### src/common/dyn_trig_consts.svh
`ifndef DYN_TRIG_CONSTS_SVH
`define DYN_TRIG_CONSTS_SVH

// sample path delays
`define COR_PRE_DLY 15             // corrected sample pre-delay in clocks
`define PILEUP_DLY 3               // tap into the pileup line
`define TAP_MAX 16                 // programmable delay depth

// spy packet format
`define SPY_PREAMBLE 16'hA5A5      // first word of every packet
`define NWORDS_ENERGY 6'd1         // energy only
`define NWORDS_RAW 6'd33           // 32 raw samples plus energy
`define NWORDS_COR 6'd33           // 32 corrected samples plus energy
`define NWORDS_SHORT 6'd17         // 16 corrected samples plus energy

// spy fifo sizing
`define SPY_FIFO_DEPTH 64
`define SPY_NEARLY_FULL_MARGIN 8   // free slots below which full flag rises

// coincidence trigger byte
`define TRIG_IDLE_CODE 8'hFF       // no event this clock
`define TRIG_CLAMP_CODE 8'hF8      // time too late in the tick

`endif

### src/common/dyn_trig_pkg.sv
package dyn_trig_pkg;

   // sample widths
   typedef logic [7:0]  adc_raw_t;   // raw dynode adc sample
   typedef logic [11:0] adc_cor_t;   // baseline corrected, also any delayed sample

   // event timing and energy
   typedef logic [23:0] evt_time_t;  // whole ticks in upper bits, fraction in [11:0]
   typedef logic [11:0] energy_t;    // corrected integrated energy

   // spy readout
   typedef logic [15:0] spy_word_t;  // one fifo word

   // packet framer sequence
   typedef enum logic [2:0] {
      fs_idle     = 3'd0,  // waiting for load request
      fs_preamble = 3'd1,  // emit preamble
      fs_nwords   = 3'd2,  // emit word count
      fs_mask     = 3'd3,  // emit channel mask
      fs_data     = 3'd4   // samples then energy
   } framer_state_t;

endpackage

### src/logic/sample_delay.sv
`include "dyn_trig_consts.svh"

module sample_delay (
   input  logic                   clk,
   input  dyn_trig_pkg::adc_raw_t adc_raw,
   input  dyn_trig_pkg::adc_cor_t adc_cor,
   input  logic [1:0]             data_mode,
   input  logic [3:0]             data_tap,
   output dyn_trig_pkg::adc_cor_t delayed_sample
);
   import dyn_trig_pkg::*;

   localparam int PILE_LEN = 8;        // stages in the pileup line

   adc_cor_t cor_line  [`COR_PRE_DLY];  // aligns corrected data with raw path
   adc_cor_t pile_line [PILE_LEN];      // stage 0 is the source select reg
   adc_cor_t tap_line  [`TAP_MAX];      // programmable depth line

   // corrected sample pre-delay
   always_ff @(posedge clk) begin
      cor_line[0] <= adc_cor;
      for (int i = 1; i < `COR_PRE_DLY; i++) begin
         cor_line[i] <= cor_line[i-1];  // plain shift
      end
   end

   // source select then pileup line
   always_ff @(posedge clk) begin
      if (data_mode == 2'b01) begin
         pile_line[0] <= {4'h0, adc_raw};           // raw mode, zero extend
      end else begin
         pile_line[0] <= cor_line[`COR_PRE_DLY-1];  // baseline corrected
      end
      for (int i = 1; i < PILE_LEN; i++) begin
         pile_line[i] <= pile_line[i-1];
      end
   end

   // programmable delay and output reg
   always_ff @(posedge clk) begin
      tap_line[0] <= pile_line[`PILEUP_DLY];  // pick off at pileup point
      for (int i = 1; i < `TAP_MAX; i++) begin
         tap_line[i] <= tap_line[i-1];
      end
      delayed_sample <= tap_line[data_tap];   // tap 0 gives 6 clocks total
   end

endmodule

### src/logic/trigger_time_encoder.sv
`include "dyn_trig_consts.svh"

module trigger_time_encoder (
   input  logic                    clk,
   input  logic                    rst,
   input  logic                    event_strobe,
   input  dyn_trig_pkg::evt_time_t event_time,
   output logic [7:0]              mcu_trigger_out,
   output logic [11:0]             event_whole,
   output logic [11:0]             event_frac
);

   // coincidence byte, one per clock
   always_ff @(posedge clk) begin
      if (rst) begin
         mcu_trigger_out <= `TRIG_IDLE_CODE;
      end else if (!event_strobe) begin
         mcu_trigger_out <= `TRIG_IDLE_CODE;   // nothing to report
      end else if (event_time[11:6] == 6'h3F) begin
         mcu_trigger_out <= `TRIG_CLAMP_CODE;  // keep clear of idle code
      end else begin
         mcu_trigger_out <= event_time[11:4];  // coarse time within tick
      end
   end

   // whole ticks and fraction for the event record
   always_ff @(posedge clk) begin
      event_whole <= {4'h0, event_time[19:12]};  // zero extended tick count
      event_frac  <= event_time[11:0];
   end

endmodule

### src/readout/packet_framer.sv
`include "dyn_trig_consts.svh"

module packet_framer (
   input  logic                    clk,
   input  logic                    rst,
   input  logic                    energy_strobe,
   input  dyn_trig_pkg::energy_t   energy,
   input  logic                    trigger,
   input  logic [1:0]              data_mode,
   input  logic [1:0]              channel_select,
   input  dyn_trig_pkg::adc_cor_t  delayed_sample,
   output logic                    spy_wen,
   output dyn_trig_pkg::spy_word_t spy_wdata
);
   import dyn_trig_pkg::*;

   framer_state_t state;      // packet sequencer
   logic          load_req;   // registered request
   energy_t       energy_q;   // energy of the latest strobe
   logic [5:0]    nwords;     // words after the mask
   logic [3:0]    chan_mask;  // one-hot channel
   logic [5:0]    word_cnt;   // words still to send in fs_data

   // load request, energy wins over external trigger
   always_ff @(posedge clk) begin
      if (rst) begin
         load_req <= 1'b0;
      end else if (energy_strobe) begin
         load_req <= 1'b1;
      end else begin
         load_req <= trigger;
      end
   end

   always_ff @(posedge clk) begin
      if (energy_strobe) begin
         energy_q <= energy;  // held until next strobe
      end
   end

   // word count by mode
   always_comb begin
      case (data_mode)
         2'b00:   nwords = `NWORDS_ENERGY;
         2'b01:   nwords = `NWORDS_RAW;
         2'b10:   nwords = `NWORDS_COR;
         default: nwords = `NWORDS_SHORT;
      endcase
   end

   assign chan_mask = 4'b0001 << channel_select;  // bits 3..0 only

   // sequencer and write strobe
   always_ff @(posedge clk) begin
      if (rst) begin
         state    <= fs_idle;
         spy_wen  <= 1'b0;
         word_cnt <= '0;
      end else begin
         case (state)
            fs_idle: begin
               spy_wen  <= 1'b0;
               word_cnt <= nwords;  // reload every idle clock
               if (load_req) begin
                  state <= fs_preamble;
               end
            end
            fs_preamble: begin
               spy_wen <= 1'b1;
               state   <= fs_nwords;
            end
            fs_nwords: begin
               spy_wen <= 1'b1;
               state   <= fs_mask;
            end
            fs_mask: begin
               spy_wen <= 1'b1;
               state   <= fs_data;
            end
            fs_data: begin
               if (word_cnt == 6'd0) begin
                  spy_wen <= 1'b0;   // energy already out
                  state   <= fs_idle;
               end else begin
                  spy_wen  <= 1'b1;  // samples, then energy at count 1
                  word_cnt <= word_cnt - 6'd1;
               end
            end
            default: begin
               spy_wen <= 1'b0;
               state   <= fs_idle;
            end
         endcase
      end
   end

   // word mux, lines up with spy_wen
   always_ff @(posedge clk) begin
      case (state)
         fs_preamble: spy_wdata <= `SPY_PREAMBLE;
         fs_nwords:   spy_wdata <= {10'h000, nwords};
         fs_mask:     spy_wdata <= {12'h000, chan_mask};
         fs_data: begin
            if (word_cnt == 6'd1) begin
               spy_wdata <= {4'h0, energy_q};        // last word of packet
            end else begin
               spy_wdata <= {4'h0, delayed_sample};  // one sample per clock
            end
         end
         default:     spy_wdata <= spy_wdata;
      endcase
   end

endmodule

### src/readout/spy_fifo.sv
`include "dyn_trig_consts.svh"

module spy_fifo #(
   parameter int DEPTH = `SPY_FIFO_DEPTH  // power of two
) (
   input  logic                    clk,
   input  logic                    rst,
   input  logic                    wen,
   input  dyn_trig_pkg::spy_word_t wdata,
   input  logic                    ren,
   output dyn_trig_pkg::spy_word_t q,
   output logic                    ne,
   output logic                    nearly_full
);
   import dyn_trig_pkg::*;

   localparam int AW = $clog2(DEPTH);
   localparam int CW = AW + 1;
   localparam logic [CW-1:0] FULL_CNT = CW'(DEPTH);
   localparam logic [CW-1:0] HIGH_CNT = CW'(DEPTH - `SPY_NEARLY_FULL_MARGIN);

   spy_word_t       mem [DEPTH];
   logic [AW-1:0]   wr_ptr;
   logic [AW-1:0]   rd_ptr;
   logic [CW-1:0]   count;   // occupancy
   logic            do_wr;
   logic            do_rd;

   assign do_wr = wen && (count != FULL_CNT);  // drop when full
   assign do_rd = ren && (count != '0);        // ignore when empty

   always_ff @(posedge clk) begin
      if (do_wr) begin
         mem[wr_ptr] <= wdata;
      end
   end

   always_ff @(posedge clk) begin
      if (rst) begin
         wr_ptr <= '0;
         rd_ptr <= '0;
         count  <= '0;
      end else begin
         if (do_wr) begin
            wr_ptr <= wr_ptr + 1'b1;  // wraps at depth
         end
         if (do_rd) begin
            rd_ptr <= rd_ptr + 1'b1;
         end
         case ({do_wr, do_rd})
            2'b10:   count <= count + 1'b1;
            2'b01:   count <= count - 1'b1;
            default: count <= count;  // both or neither
         endcase
      end
   end

   assign q           = mem[rd_ptr];       // show-ahead head word
   assign ne          = (count != '0);
   assign nearly_full = (count > HIGH_CNT);  // fewer than margin free

endmodule

### src/logic/trigger_readout_top.sv
module trigger_readout_top (
   input  logic                    clk,
   input  logic                    rst,
   input  dyn_trig_pkg::adc_raw_t  adc_raw,
   input  dyn_trig_pkg::adc_cor_t  adc_cor,
   input  logic                    event_strobe,
   input  dyn_trig_pkg::evt_time_t event_time,
   input  logic                    energy_strobe,
   input  dyn_trig_pkg::energy_t   energy,
   input  logic                    trigger,
   input  logic [1:0]              data_mode,
   input  logic [3:0]              data_tap,
   input  logic [1:0]              channel_select,
   input  logic                    spy_ren,
   output logic [7:0]              mcu_trigger_out,
   output logic                    event_trigger_out,
   output dyn_trig_pkg::evt_time_t event_time_out,
   output logic [11:0]             event_whole,
   output logic [11:0]             event_frac,
   output dyn_trig_pkg::spy_word_t spy_q,
   output logic                    spy_ne,
   output logic                    spy_full
);
   import dyn_trig_pkg::*;

   adc_cor_t  delayed_sample;  // aligned sample into the framer
   logic      spy_wen;
   spy_word_t spy_wdata;

   // coincidence trigger straight through
   assign event_trigger_out = event_strobe;
   assign event_time_out    = event_time;

   sample_delay i_sample_delay (
      .clk            (clk),
      .adc_raw        (adc_raw),
      .adc_cor        (adc_cor),
      .data_mode      (data_mode),
      .data_tap       (data_tap),
      .delayed_sample (delayed_sample)
   );

   trigger_time_encoder i_trigger_time_encoder (
      .clk             (clk),
      .rst             (rst),
      .event_strobe    (event_strobe),
      .event_time      (event_time),
      .mcu_trigger_out (mcu_trigger_out),
      .event_whole     (event_whole),
      .event_frac      (event_frac)
   );

   packet_framer i_packet_framer (
      .clk            (clk),
      .rst            (rst),
      .energy_strobe  (energy_strobe),
      .energy         (energy),
      .trigger        (trigger),
      .data_mode      (data_mode),
      .channel_select (channel_select),
      .delayed_sample (delayed_sample),
      .spy_wen        (spy_wen),
      .spy_wdata      (spy_wdata)
   );

   spy_fifo i_spy_fifo (
      .clk         (clk),
      .rst         (rst),
      .wen         (spy_wen),
      .wdata       (spy_wdata),
      .ren         (spy_ren),
      .q           (spy_q),
      .ne          (spy_ne),
      .nearly_full (spy_full)
   );

endmodule

### config.mk
export PLATFORM = sky130hd
export DESIGN_NAME = trigger_readout_top
export DESIGN_NICKNAME = d
export VERILOG_FILES = /design/src/common/dyn_trig_pkg.sv /design/src/logic/sample_delay.sv /design/src/logic/trigger_time_encoder.sv /design/src/readout/packet_framer.sv /design/src/readout/spy_fifo.sv /design/src/logic/trigger_readout_top.sv
export VERILOG_INCLUDE_DIRS = /design/src /design/src/common
export SDC_FILE = /design/constraint.sdc
export NUM_CORES = 1
export LEC_CHECK = 0
export BUFFER_PORTS_ARGS = -buffer_cell sky130_fd_sc_hd__buf_2
export CORE_MARGIN = 3
export CORE_UTILIZATION = 50
export DETAILED_ROUTE_END_ITERATION = 10
export HOLD_SLACK_MARGIN = 0.05
export PLACE_DENSITY = 0.66
export SLEW_MARGIN = 20
export SYNTH_ARGS = -nofsm -noshare
export SYNTH_HDL_FRONTEND = slang
export SYNTH_HIERARCHICAL = 1
export SYNTH_SLANG_ARGS = --single-unit
### constraint.sdc
create_clock -name clk -period 5.6 [get_ports clk]
set_input_delay 0.56 -clock clk [delete_from_list [all_inputs] [get_ports clk]]
set_output_delay 0.56 -clock clk [all_outputs]
set_load 0.005 [all_outputs]
==> results of run 1 <==
-- registers in the layout (all words and copies together), names as in the netlist, 6 cells and up, named ones only --
signal,flops
i_sample_delay/delayed_sample,12
i_packet_framer/energy_q,12
i_spy_fifo/mem,1024
i_packet_framer/spy_wdata,13
i_sample_delay/tap_line,144
i_trigger_time_encoder/event_whole,8
i_sample_delay/cor_line,180
i_packet_framer/word_cnt,6
i_trigger_time_encoder/mcu_trigger_out,8
i_spy_fifo/rd_ptr,6
i_sample_delay/pile_line,96
i_trigger_time_encoder/event_frac,12
i_spy_fifo/count,7
i_spy_fifo/wr_ptr,6
-- synth_stat cells, drive strengths merged, types with 11 or more instances --
| master | instances |
|---|---|
| buf | 120 |
| o21ai | 11 |
| a22o | 13 |
| nand2 | 65 |
| a21oi | 35 |
| or3 | 15 |
| a221oi | 14 |
| mux2 | 30 |
| nand2b | 12 |
| nor3 | 13 |
| mux4 | 301 |
| mux2i | 42 |
| nor2 | 106 |
| edfxtp | 1049 |
| clkbuf | 45 |
| a22oi | 74 |
| nor2b | 33 |
| o22ai | 18 |
| dfxtp | 496 |
| xor2 | 13 |
-- final timing paths --
kind	from	end	slack (ns)	cells past startpoint
worst min-delay path	energy_strobe	i_packet_framer/energy_q[10]$_DFFE_PP_	0.21	1
worst max register to register	i_spy_fifo/count[1]$_SDFFE_PP0P_	i_spy_fifo/count[4]$_SDFFE_PP0P_	1.78	11
worst max-delay path	flop	spy_q[0]	0.93	7
worst min register to register	i_sample_delay/cor_line[1][40]$_DFF_P_	i_sample_delay/cor_line[1][52]$_DFF_P_	0.32	0
-- cells in the final DEF (no fill, tap or decap), drive strengths merged, types with 6 or more instances in the layout --
master          n
a211oi         10
a21oi          35
a221oi         14
a22o           13
a22oi          74
buf           221
bufinv          8
clkbuf        204
clkinv         52
conb            6
dfxtp         496
dlygate4sd3    53
edfxtp       1049
ha              9
inv            16
mux2           30
mux2i          42
mux4          301
nand2          65
nand2b         12
nand3           9
nor2          106
nor2b          33
nor3           13
o21ai          11
o22ai          18
o311ai         10
or3            15
xor2           13
-- timing repair --
| action | CTS | global route |
|---|---|---|
| endpoints found under the hold margin | 60 | 0 |
| hold buffers | 53 | 0 |
| resized for setup | 0 | 0 |
-- report_power, final --
part | total, uW | internal, uW | switching, uW | leakage [uW]
Clock | 9930 | 5680 | 4250 | 0.00243
Sequential | 12800 | 12600 | 224 | 0.0136
Combinational | 2430 | 1100 | 1330 | 0.00423
Total | 25200 | 19400 | 5810 | 0.0202
-- per-layer routing --
layer	up-vias	wire, um
met3	183	8620
li1	10981	-
met4	0	3650
met1	13219	45500
met2	952	56300
met5	-	0
-- area by class of cell --
| class | count | area (um^2) | share of cell area (%) |
|---|---|---|---|
| Clock buffer | 204 | 4180 | 6.85 |
| Clock inverter | 72 | 772 | 1.27 |
| Inverter | 6 | 22.5 | 0.0369 |
| Multi-Input combinational cell | 908 | 10900 | 17.9 |
| Sequential cell | 1545 | 41400 | 67.9 |
| Tap cell | 1391 | 1740 | 2.85 |
| Timing Repair Buffer | 274 | 1920 | 3.15 |
-- worst max-delay path, delay by kind of cell, from the launching register on --
kind	cells	cell delay (ns)
AOI/OAI and AO/OA	3	1.21
DFF	1	0.85
buffers and inverters	2	0.65
muxes	1	0.55
and+or+nand+nor	1	0.10
-- kinds of logic (layout without fill, tap and decap cells) --
family / count (synthesis) / after routing / share of synthesized area, %
flops: 1545 / 1545 / 77.6
mux: 373 / 373 / 14.2
simple gates: 290 / 290 / 2.70
compound gates: 213 / 213 / 2.87
buf+inv: 171 / 556 / 2.07
xor+xnor: 17 / 17 / 0.279
fa+ha+maj: 9 / 9 / 0.211
other cells: 2 / 6 / 0.0141
-- per-stage QoR --
stage	hold slack (ns)	instances	setup slack [ns]	utilization, %
floorplan	0.310	2624	1.98	-
global placement	0.310	4071	1.77	52.6
detailed placement	0.312	4071	1.75	52.6
CTS	0.145	4400	0.934	57.8
global route	0.188	4400	0.652	57.8
finish	0.212	4400	0.935	57.8
==> qor.csv, run 1 <==
stage,metric,value,unit
outcome,status,"complete, no violations",
route,# DRC,0,
die,I/O pin count,145,
timing,worst slew pin tran,1.19,ns
timing,Final setup viols,0,
grt,largest net degree at the start of global routing,69,
die,die area,0.111,mm^2
cts,"Reg clk slew, reported paths",0.06,ns
die,die width,333,um
synthesis,syn_area_per_cell,20.4,um^2
route,DRT Pass-1 Iters,6,
cts,Num CTS Buffers,151,
timing,relative slew slack,20.8,%
timing,worst clock skew,0.0372,ns
pwr,PD cells,413,mW/mm^2
layout,"Design Area, Final",0.0610,mm^2
route,drt wl/cell,25.9,um
synthesis,most used flip-flop cell after synthesis,edfxtp_1,
synthesis,#FFs+latches synth,1545,
synthesis,Synth Instances,2620,
synthesis,Yosys top cell area share,59.0,%
die,die height,333,um
die,Site Rows,119,
layout,NumNets Final,2965,
setup_path,cell chain of the critical path,"buf_4, mux4_2, a22oi_1, nand2_1, a21oi_1, o311ai_1, buf_2",
cts,clk_lat worst skew,0.76,ns
layout,fillers,7491,
synthesis,"Seq/Total Area, Yosys",77.6,%
setup_path,Setup Crit Path Kind,flop to primary output,
grt,grt met1 use,27.7,%
pwr,leakage power,0.0202,uW
synthesis,Post-synth EDFFs,1049,
route,"antenna viol nets, final",0,
placement,detailed placement HPWL,65.3,mm
timing,endpoints failing hold,0,
layout,"Area growth, synth to finish",14.3,%
die,Initial Util,50.6,%
timing,final period utilization,83.3,%
timing,maximum clock rate,0.214,GHz
route,Vias,25335,
cts,Max Root-Sink Buffers,3,
synthesis,"area leader, netlist",edfxtp_1,
pwr,Total Power,25200,uW
grt,vias in the first global route,26437,
grt,GR peak layer,met2,
synthesis,Post-Syn Area,0.0534,mm^2
synthesis,synth warn,6,
grt,routing usage on met2,33.8,%
setup_path,Worst path max stage delay,0.85,ns
setup_path,crit-path max FO,35,
placement,number of port buffers,132,
grt,grt met3 use,4.50,%
cts,H-tree level count,4,
placement,Placed Area,0.0555,mm^2
layout,ANT cells,0,
synthesis,Netlist cell types,71,
timing,RSZ-0062 raised after global routing,no,
setup_path,Worst Setup Start Kind,flop,
timing,setup TNS,0,ns
timing,Max Slew Vio Count,0,
layout,share of layout cells above drive strength 1,26.2,%
cts,postcts setup bufs,0,
setup_path,Crit path arrival time,4.11,ns
cts,CTS tree,yes,
route,initial drt markers,2535,
placement,gpl congestion,0.804,
grt,first-pass GRT wire length,170,mm
pwr,Peak VDD IR,315,uV
min_path,Tightest Hold Check Type,primary input to flop,
flow_run,Max Cap Viol,0,
cts,clock root buffer,clkbuf_16,
route,vias per cell,5.76,
grt,global route total overflow,0,
synthesis,Synth area leaders,"edfxtp_1, dfxtp_1, mux4_2, a22oi_1, mux2i_1",
timing,minimum clock period,4.67,ns
cts,clk sinks,1545,
die,Placeable Area,0.106,mm^2
setup_path,Critical Path RT,5.04,ns
route,final wirelength,114,mm
setup_path,slowest CP cell,dfxtp_4,
grt,GR Util All Layers,20.7,%
setup_path,nature of the critical path endpoint,primary output,
grt,initial antenna violation count,1,
synthesis,asr flop ratio synth,0,%
Power figures use the tool's default switching activity.
==> inputs of run 2 (changes only) <==
PLACE_DENSITY = 0.69   (was 0.66)
clock period = 4.05 ns   (was 5.6 ns; I/O delays follow)
==> qor.csv, run 2 (same netlist as run 1, synthesis figures left out) <==
stage,metric,value,unit
timing,relative slew slack,39.4,%
layout,"Design Area, Final",0.0613,mm^2
die,Placeable Area,0.106,mm^2
timing,setup TNS,0,ns
layout,fin util,58.1,%
layout,fillers,7391,
layout,Largest regs,"i_spy_fifo/mem x1024, i_sample_delay/cor_line x180, i_sample_delay/tap_line x144",
timing,maximum clock rate,0.251,GHz
route,DRT Pass-1 Iters,6,
cts,clk sinks,1545,
die,die width,333,um
pwr,leakage power,0.0204,uW
placement,DP Cell Count,4114,
cts,CTS tree,yes,
timing,endpoints failing hold,0,
cts,H-tree level count,4,
die,I/O pin count,145,
cts,Max Root-Sink Buffers,3,
route,vias per cell,5.81,
timing,minimum clock period,3.99,ns
placement,Placed Area,0.0559,mm^2
placement,gpl congestion,0.885,
route,# DRC,0,
timing,worst clock skew,0.0278,ns
flow_run,Max Cap Viol,0,
pwr,PD cells,563,mW/mm^2
timing,Max Slew Vio Count,0,
grt,vias in the first global route,26884,
layout,"commonest cells after routing, fill and taps aside","edfxtp_1, dfxtp_1, mux4_2, clkbuf_16, buf_2",
setup_path,Setup Crit Path Kind,flop to primary output,
setup_path,nature of the critical path endpoint,primary output,
setup_path,crit-path max FO,30,
timing,final period utilization,98.5,%
placement,detailed placement HPWL,65.9,mm
layout,"commonest non-fill, non-tap cell in the layout",edfxtp_1,
setup_path,Crit path arrival time,3.58,ns
cts,clk_lat worst skew,0.77,ns
grt,GR Util All Layers,20.8,%
layout,share of layout cells above drive strength 1,27.0,%
die,Site Rows,119,
die,Initial Util,50.6,%
route,drt wl/cell,25.7,um
setup_path,Worst Setup Start Kind,flop,
cts,"Reg clk slew, reported paths",0.07,ns
timing,Final setup viols,0,
grt,first-pass GRT wire length,171,mm
route,Vias,25826,
route,"antenna viol nets, final",0,
layout,Final Non-Filler Cells,4443,
grt,global route total overflow,0,
grt,initial antenna violation count,1,
layout,NumNets Final,3014,
pwr,Peak VDD IR,437,uV
grt,largest net degree at the start of global routing,129,
cts,Num CTS Buffers,144,
route,initial drt markers,2620,
setup_path,Critical Path RT,3.64,ns
layout,max FFs per register,1024,
cts,clock root buffer,clkbuf_16,
die,die height,333,um
outcome,status,"complete, no violations",
timing,worst slew pin tran,0.907,ns
layout,"Area growth, synth to finish",14.9,%
timing,RSZ-0062 raised after global routing,no,
min_path,Tightest Hold Check Type,primary input to flop,
placement,number of port buffers,132,
timing,WHS,0.110,ns
die,die area,0.111,mm^2
route,final wirelength,114,mm
layout,Biggest register,i_spy_fifo/mem,
==> run 2: cell count changes in the layout (fill, tap and decap cells not counted), moves of 4 or more <==
| cell | delta |
|---|---|
| a21oi_1 | -5 |
| buf_4 | +39 |
| a221oi_2 | +4 |
| nor2_2 | -6 |
| clkbuf_8 | -8 |
| buf_12 | +10 |
| nor2_1 | +13 |
| clkbuf_16 | -4 |
| a221oi_1 | -4 |
| dlygate4sd3_1 | +5 |
| a21oi_2 | +5 |
| nor2_4 | -7 |
==> run 2: repair_timing <==
action / in CTS / in global routing
hold endpoints to repair: 75 / 2
buffers inserted: 6 / 2
resized for setup: 5 / 8
hold buffers: 57 / 1
setup endpoints to repair: 16 / 10
==> run 2: path summary, 6_finish.rpt <==
check                                                            start                                     end  slack (ns)  cells after the start
worst max register to register        i_spy_fifo/count[2]$_SDFFE_PP0P_        i_spy_fifo/count[4]$_SDFFE_PP0P_        0.25                     11
worst min register to register  i_sample_delay/cor_line[1][45]$_DFF_P_  i_sample_delay/cor_line[1][57]$_DFF_P_        0.31                      0
worst min-delay path                                 channel_select[0]  i_packet_framer/spy_wdata[2]$_DFFE_PP_        0.11                      3
worst max-delay path                                              flop                                spy_q[5]        0.06                      8
==> run 2: layout make-up <==
class | count | area [um^2] | area share [%]
clock inverters | 71 | 707 | 1.15
diodes | 2 | 5.00 | 0.00816
repair buffers | 330 | 2510 | 4.09
multi-input cells | 908 | 10900 | 17.8
inverters | 6 | 22.5 | 0.0367
flip-flops and latches | 1545 | 41400 | 67.6
clock buffers | 190 | 3960 | 6.46
well taps | 1391 | 1740 | 2.84
==> run 2: critical path, cell delays in order, from the launching register on <==
cell and delay (ns):
dfxtp_4 0.67, buf_12 0.30, buf_4 0.23, mux4_2 0.30, a22oi_1 0.29, nand2_1 0.09, a21oi_1 0.40, o311ai_1 0.30
buf_2 0.21
==> run 2: report_power, final <==
group          internal [uW]  switching (uW)  leakage [uW]
clock network           7430            5720       0.00229
registers              17400             249        0.0136
logic                   1670            2010       0.00458
total                  26500            7980        0.0204
==> run 2: layer usage <==
layer | up-vias | GRT usage, % | part of all wire [%]
met4 | 0 | 7.14 | 3.2
li1 | 11069 | - | -
met1 | 13431 | 27.9 | 39
met3 | 218 | 5.23 | 8.7
met5 | - | 0 | 0
met2 | 1108 | 33.5 | 49
==> run 2: stage by stage <==
step	power [uW]	setup slack [ns]
2_1_floorplan	20400	0.433
3_3_place_gp	21400	0.548
3_5_place_dp	21500	0.350
4_1_cts	34700	0.0116
5_1_grt	35700	0.00213
6_report	34500	0.0603
==> inputs of run 3 (changes only) <==
PLACE_DENSITY = 0.66   (was 0.69)
SYNTH_HIERARCHICAL = not set   (was 1)
clock period = 4.45 ns   (was 4.05 ns; I/O delays follow)
==> qor.csv, run 3 <==
stage,metric,value,unit
placement,Placed Area,0.0484,mm^2
setup_path,end of the critical path,spy_q[7],
pwr,Total Power,28000,uW
cts,Num CTS Buffers,134,
setup_path,reg-to-reg startpoint,i_spy_fifo.count[2]$_SDFFE_PP0P_,
route,vias per cell,5.76,
layout,"Area growth, synth to finish",15.2,%
timing,final period utilization,96.6,%
layout,Biggest register,i_spy_fifo.mem,
cts,clk sinks,1353,
die,die area,0.0960,mm^2
synthesis,Synth Instances,2386,
die,die width,310,um
route,DRT Pass-1 Iters,7,
grt,first-pass GRT wire length,148,mm
grt,largest net degree at the start of global routing,83,
route,drt wl/cell,24.8,um
flow_run,Max Cap Viol,0,
outcome,status,"complete, no violations",
grt,vias in the first global route,23202,
grt,initial antenna violation count,3,
synthesis,"Seq/Total Area, Yosys",77.3,%
cts,H-tree level count,4,
die,Placeable Area,0.0908,mm^2
setup_path,crit-path max FO,25,
cts,clock root buffer,clkbuf_16,
synthesis,Synth Area in Adders,0.271,%
setup_path,r2r setup slk,0.83,ns
placement,DP Cell Count,3652,
route,"antenna viol nets, final",0,
layout,Final Non-Filler Cells,3949,
synthesis,#FFs+latches synth,1353,
layout,Largest regs,"i_spy_fifo.mem x832, i_sample_delay.tap_line x192, i_sample_delay.cor_line x180",
timing,worst clock skew,0.0262,ns
cts,"Reg clk slew, reported paths",0.06,ns
timing,Final setup viols,0,
die,Initial Util,50.8,%
timing,RSZ-0062 raised after global routing,no,
placement,number of port buffers,130,
layout,"commonest non-fill, non-tap cell in the layout",edfxtp_1,
setup_path,Setup Crit Path Kind,flop to primary output,
route,Vias,22727,
synthesis,synth warn,0,
layout,"Design Area, Final",0.0532,mm^2
die,Site Rows,110,
route,initial drt markers,2224,
synthesis,mux cell area share after synthesis,13.8,%
timing,minimum clock period,4.30,ns
min_path,Tightest Hold Check Type,primary input to flop,
timing,relative slew slack,34.4,%
setup_path,r2r worst-path depth,11,
layout,max FFs per register,832,
setup_path,nature of the critical path endpoint,primary output,
synthesis,most used flip-flop cell after synthesis,edfxtp_1,
setup_path,worst reg2reg endpoint,i_spy_fifo.count[4]$_SDFFE_PP0P_,
timing,worst slew pin tran,0.980,ns
synthesis,Post-synth EDFFs,857,
pwr,Peak VDD IR,421,uV
die,die height,310,um
route,WL met2,47.6,mm
cts,CTS tree,yes,
synthesis,Netlist cell types,67,
route,max layer used,met4,
timing,setup TNS,0,ns
synthesis,Synth area leaders,"edfxtp_1, dfxtp_1, mux4_2, mux2i_1, nor2_1",
timing,endpoints failing hold,0,
timing,Max Slew Vio Count,0,
synthesis,most frequent cell after synthesis,edfxtp_1,
synthesis,Yosys top cell area share,55.8,%
route,WL met3,7.37,mm
setup_path,Crit path arrival time,3.86,ns
layout,"commonest cells after routing, fill and taps aside","edfxtp_1, dfxtp_1, mux4_2, clkbuf_16, buf_2",
synthesis,main combinational cell family by area after synthesis,multiplexers,
timing,maximum clock rate,0.233,GHz
pwr,PD cells,527,mW/mm^2
setup_path,Worst Setup Start Kind,flop,
grt,global route total overflow,0,
route,# DRC,0,
placement,detailed placement HPWL,57.8,mm
layout,NumNets Final,2747,
pwr,leakage power,0.0178,uW
synthesis,syn_area_per_cell,19.3,um^2
synthesis,asr flop ratio synth,0,%
die,I/O pin count,145,
grt,GR Util All Layers,20.9,%
synthesis,complex-gate fraction of the synthesized area,2.95,%
layout,ANT cells,0,
cts,clk_lat worst skew,0.74,ns
layout,share of layout cells above drive strength 1,25.5,%
layout,fin util,58.6,%
route,met1 wire length,40.2,mm
synthesis,Post-Syn Area,0.0462,mm^2
synthesis,Synth Area in Simple Gates,3.34,%
setup_path,Critical Path RT,4.01,ns
synthesis,Post-synth top cells,"edfxtp_1, dfxtp_1, mux4_2",
placement,gpl congestion,0.827,
cts,Max Root-Sink Buffers,3,
synthesis,xor/xnor cell area share of the yosys netlist,0.323,%
synthesis,"area leader, netlist",edfxtp_1,
route,final wirelength,98.0,mm
[run 3: cell families (layout without fill, tap and decap cells)]
kind of cell | after synthesis | after routing
flip-flops | 1353 | 1353
multiplexers | 330 | 330
AND/OR/NAND/NOR | 313 | 313
AO/OA/AOI/OAI | 195 | 195
buffers and inverters | 167 | 549
XOR/XNOR | 17 | 17
adder cells (fa/ha/maj) | 10 | 10
other | 1 | 6
[run 3: power by group]
| group | leakage [uW] | switching [uW] | internal [uW] |
|---|---|---|---|
| clock | 0.00208 | 4630 | 6200 |
| combinational | 0.00386 | 1670 | 1410 |
| sequential | 0.0118 | 243 | 13900 |
| total | 0.0178 | 6540 | 21500 |
[run 3: layout make-up]
cell class,count,area (um^2)
fill,6557,37600
sequential,1353,35700
multi-input combinational,871,9590
clock buffer,194,3770
timing repair buffer,293,2120
tap,1176,1470
clock inverter,48,499
inverter,14,52.6
[run 3: layer usage]
layer  vias to the layer above  GRT usage, %
li1                       9892             -
met1                     11795          29.0
met2                       859          33.2
met3                       181          4.38
met4                         0          7.27
met5                         -             0
[run 3: timing repair]
action / CTS / global route
setup endpoints to repair: 0 / 3
gates resized for setup: 0 / 0
hold buffers: 54 / 0
buffers inserted: 0 / 1
hold endpoints to repair: 69 / 0
[run 3: critical path, stage by stage, from the launching register on]
cell and delay, ns:
dfxtp_4 0.53, buf_4 0.41, mux4_2 0.38, mux2_2 0.29
o21ai_0 0.62, a2111oi_0 0.34, buf_4 0.23, a31o_1 0.20
buf_2 0.13
[run 3: per-stage QoR]
| step | setup slack, ns | hold slack, ns |
|---|---|---|
| detailed placement | 0.880 | 0.312 |
| CTS | 0.0729 | 0.0796 |
| global route | 0.0573 | 0.124 |
| floorplan | 1.24 | 0.310 |
| finish | 0.150 | 0.133 |
| global placement | 0.917 | 0.310 |
[run 3: how the worst min path moves through the flow]
stage                     cells after the start                                                   end  slack (ns)                                    from
after detailed placement                      0                i_sample_delay.cor_line[0][52]$_DFF_P_        0.31  i_sample_delay.cor_line[0][40]$_DFF_P_
after floorplan                               0                i_sample_delay.cor_line[0][12]$_DFF_P_        0.31   i_sample_delay.cor_line[0][0]$_DFF_P_
after CTS                                     3  i_trigger_time_encoder.mcu_trigger_out[6]$_SDFF_PP1_        0.08                            event_strobe
after global routing                          3  i_trigger_time_encoder.mcu_trigger_out[7]$_SDFF_PP1_        0.12                            event_strobe
after global placement                        0                i_sample_delay.cor_line[0][67]$_DFF_P_        0.31  i_sample_delay.cor_line[0][55]$_DFF_P_
final                                         3  i_trigger_time_encoder.mcu_trigger_out[6]$_SDFF_PP1_        0.13                            event_strobe
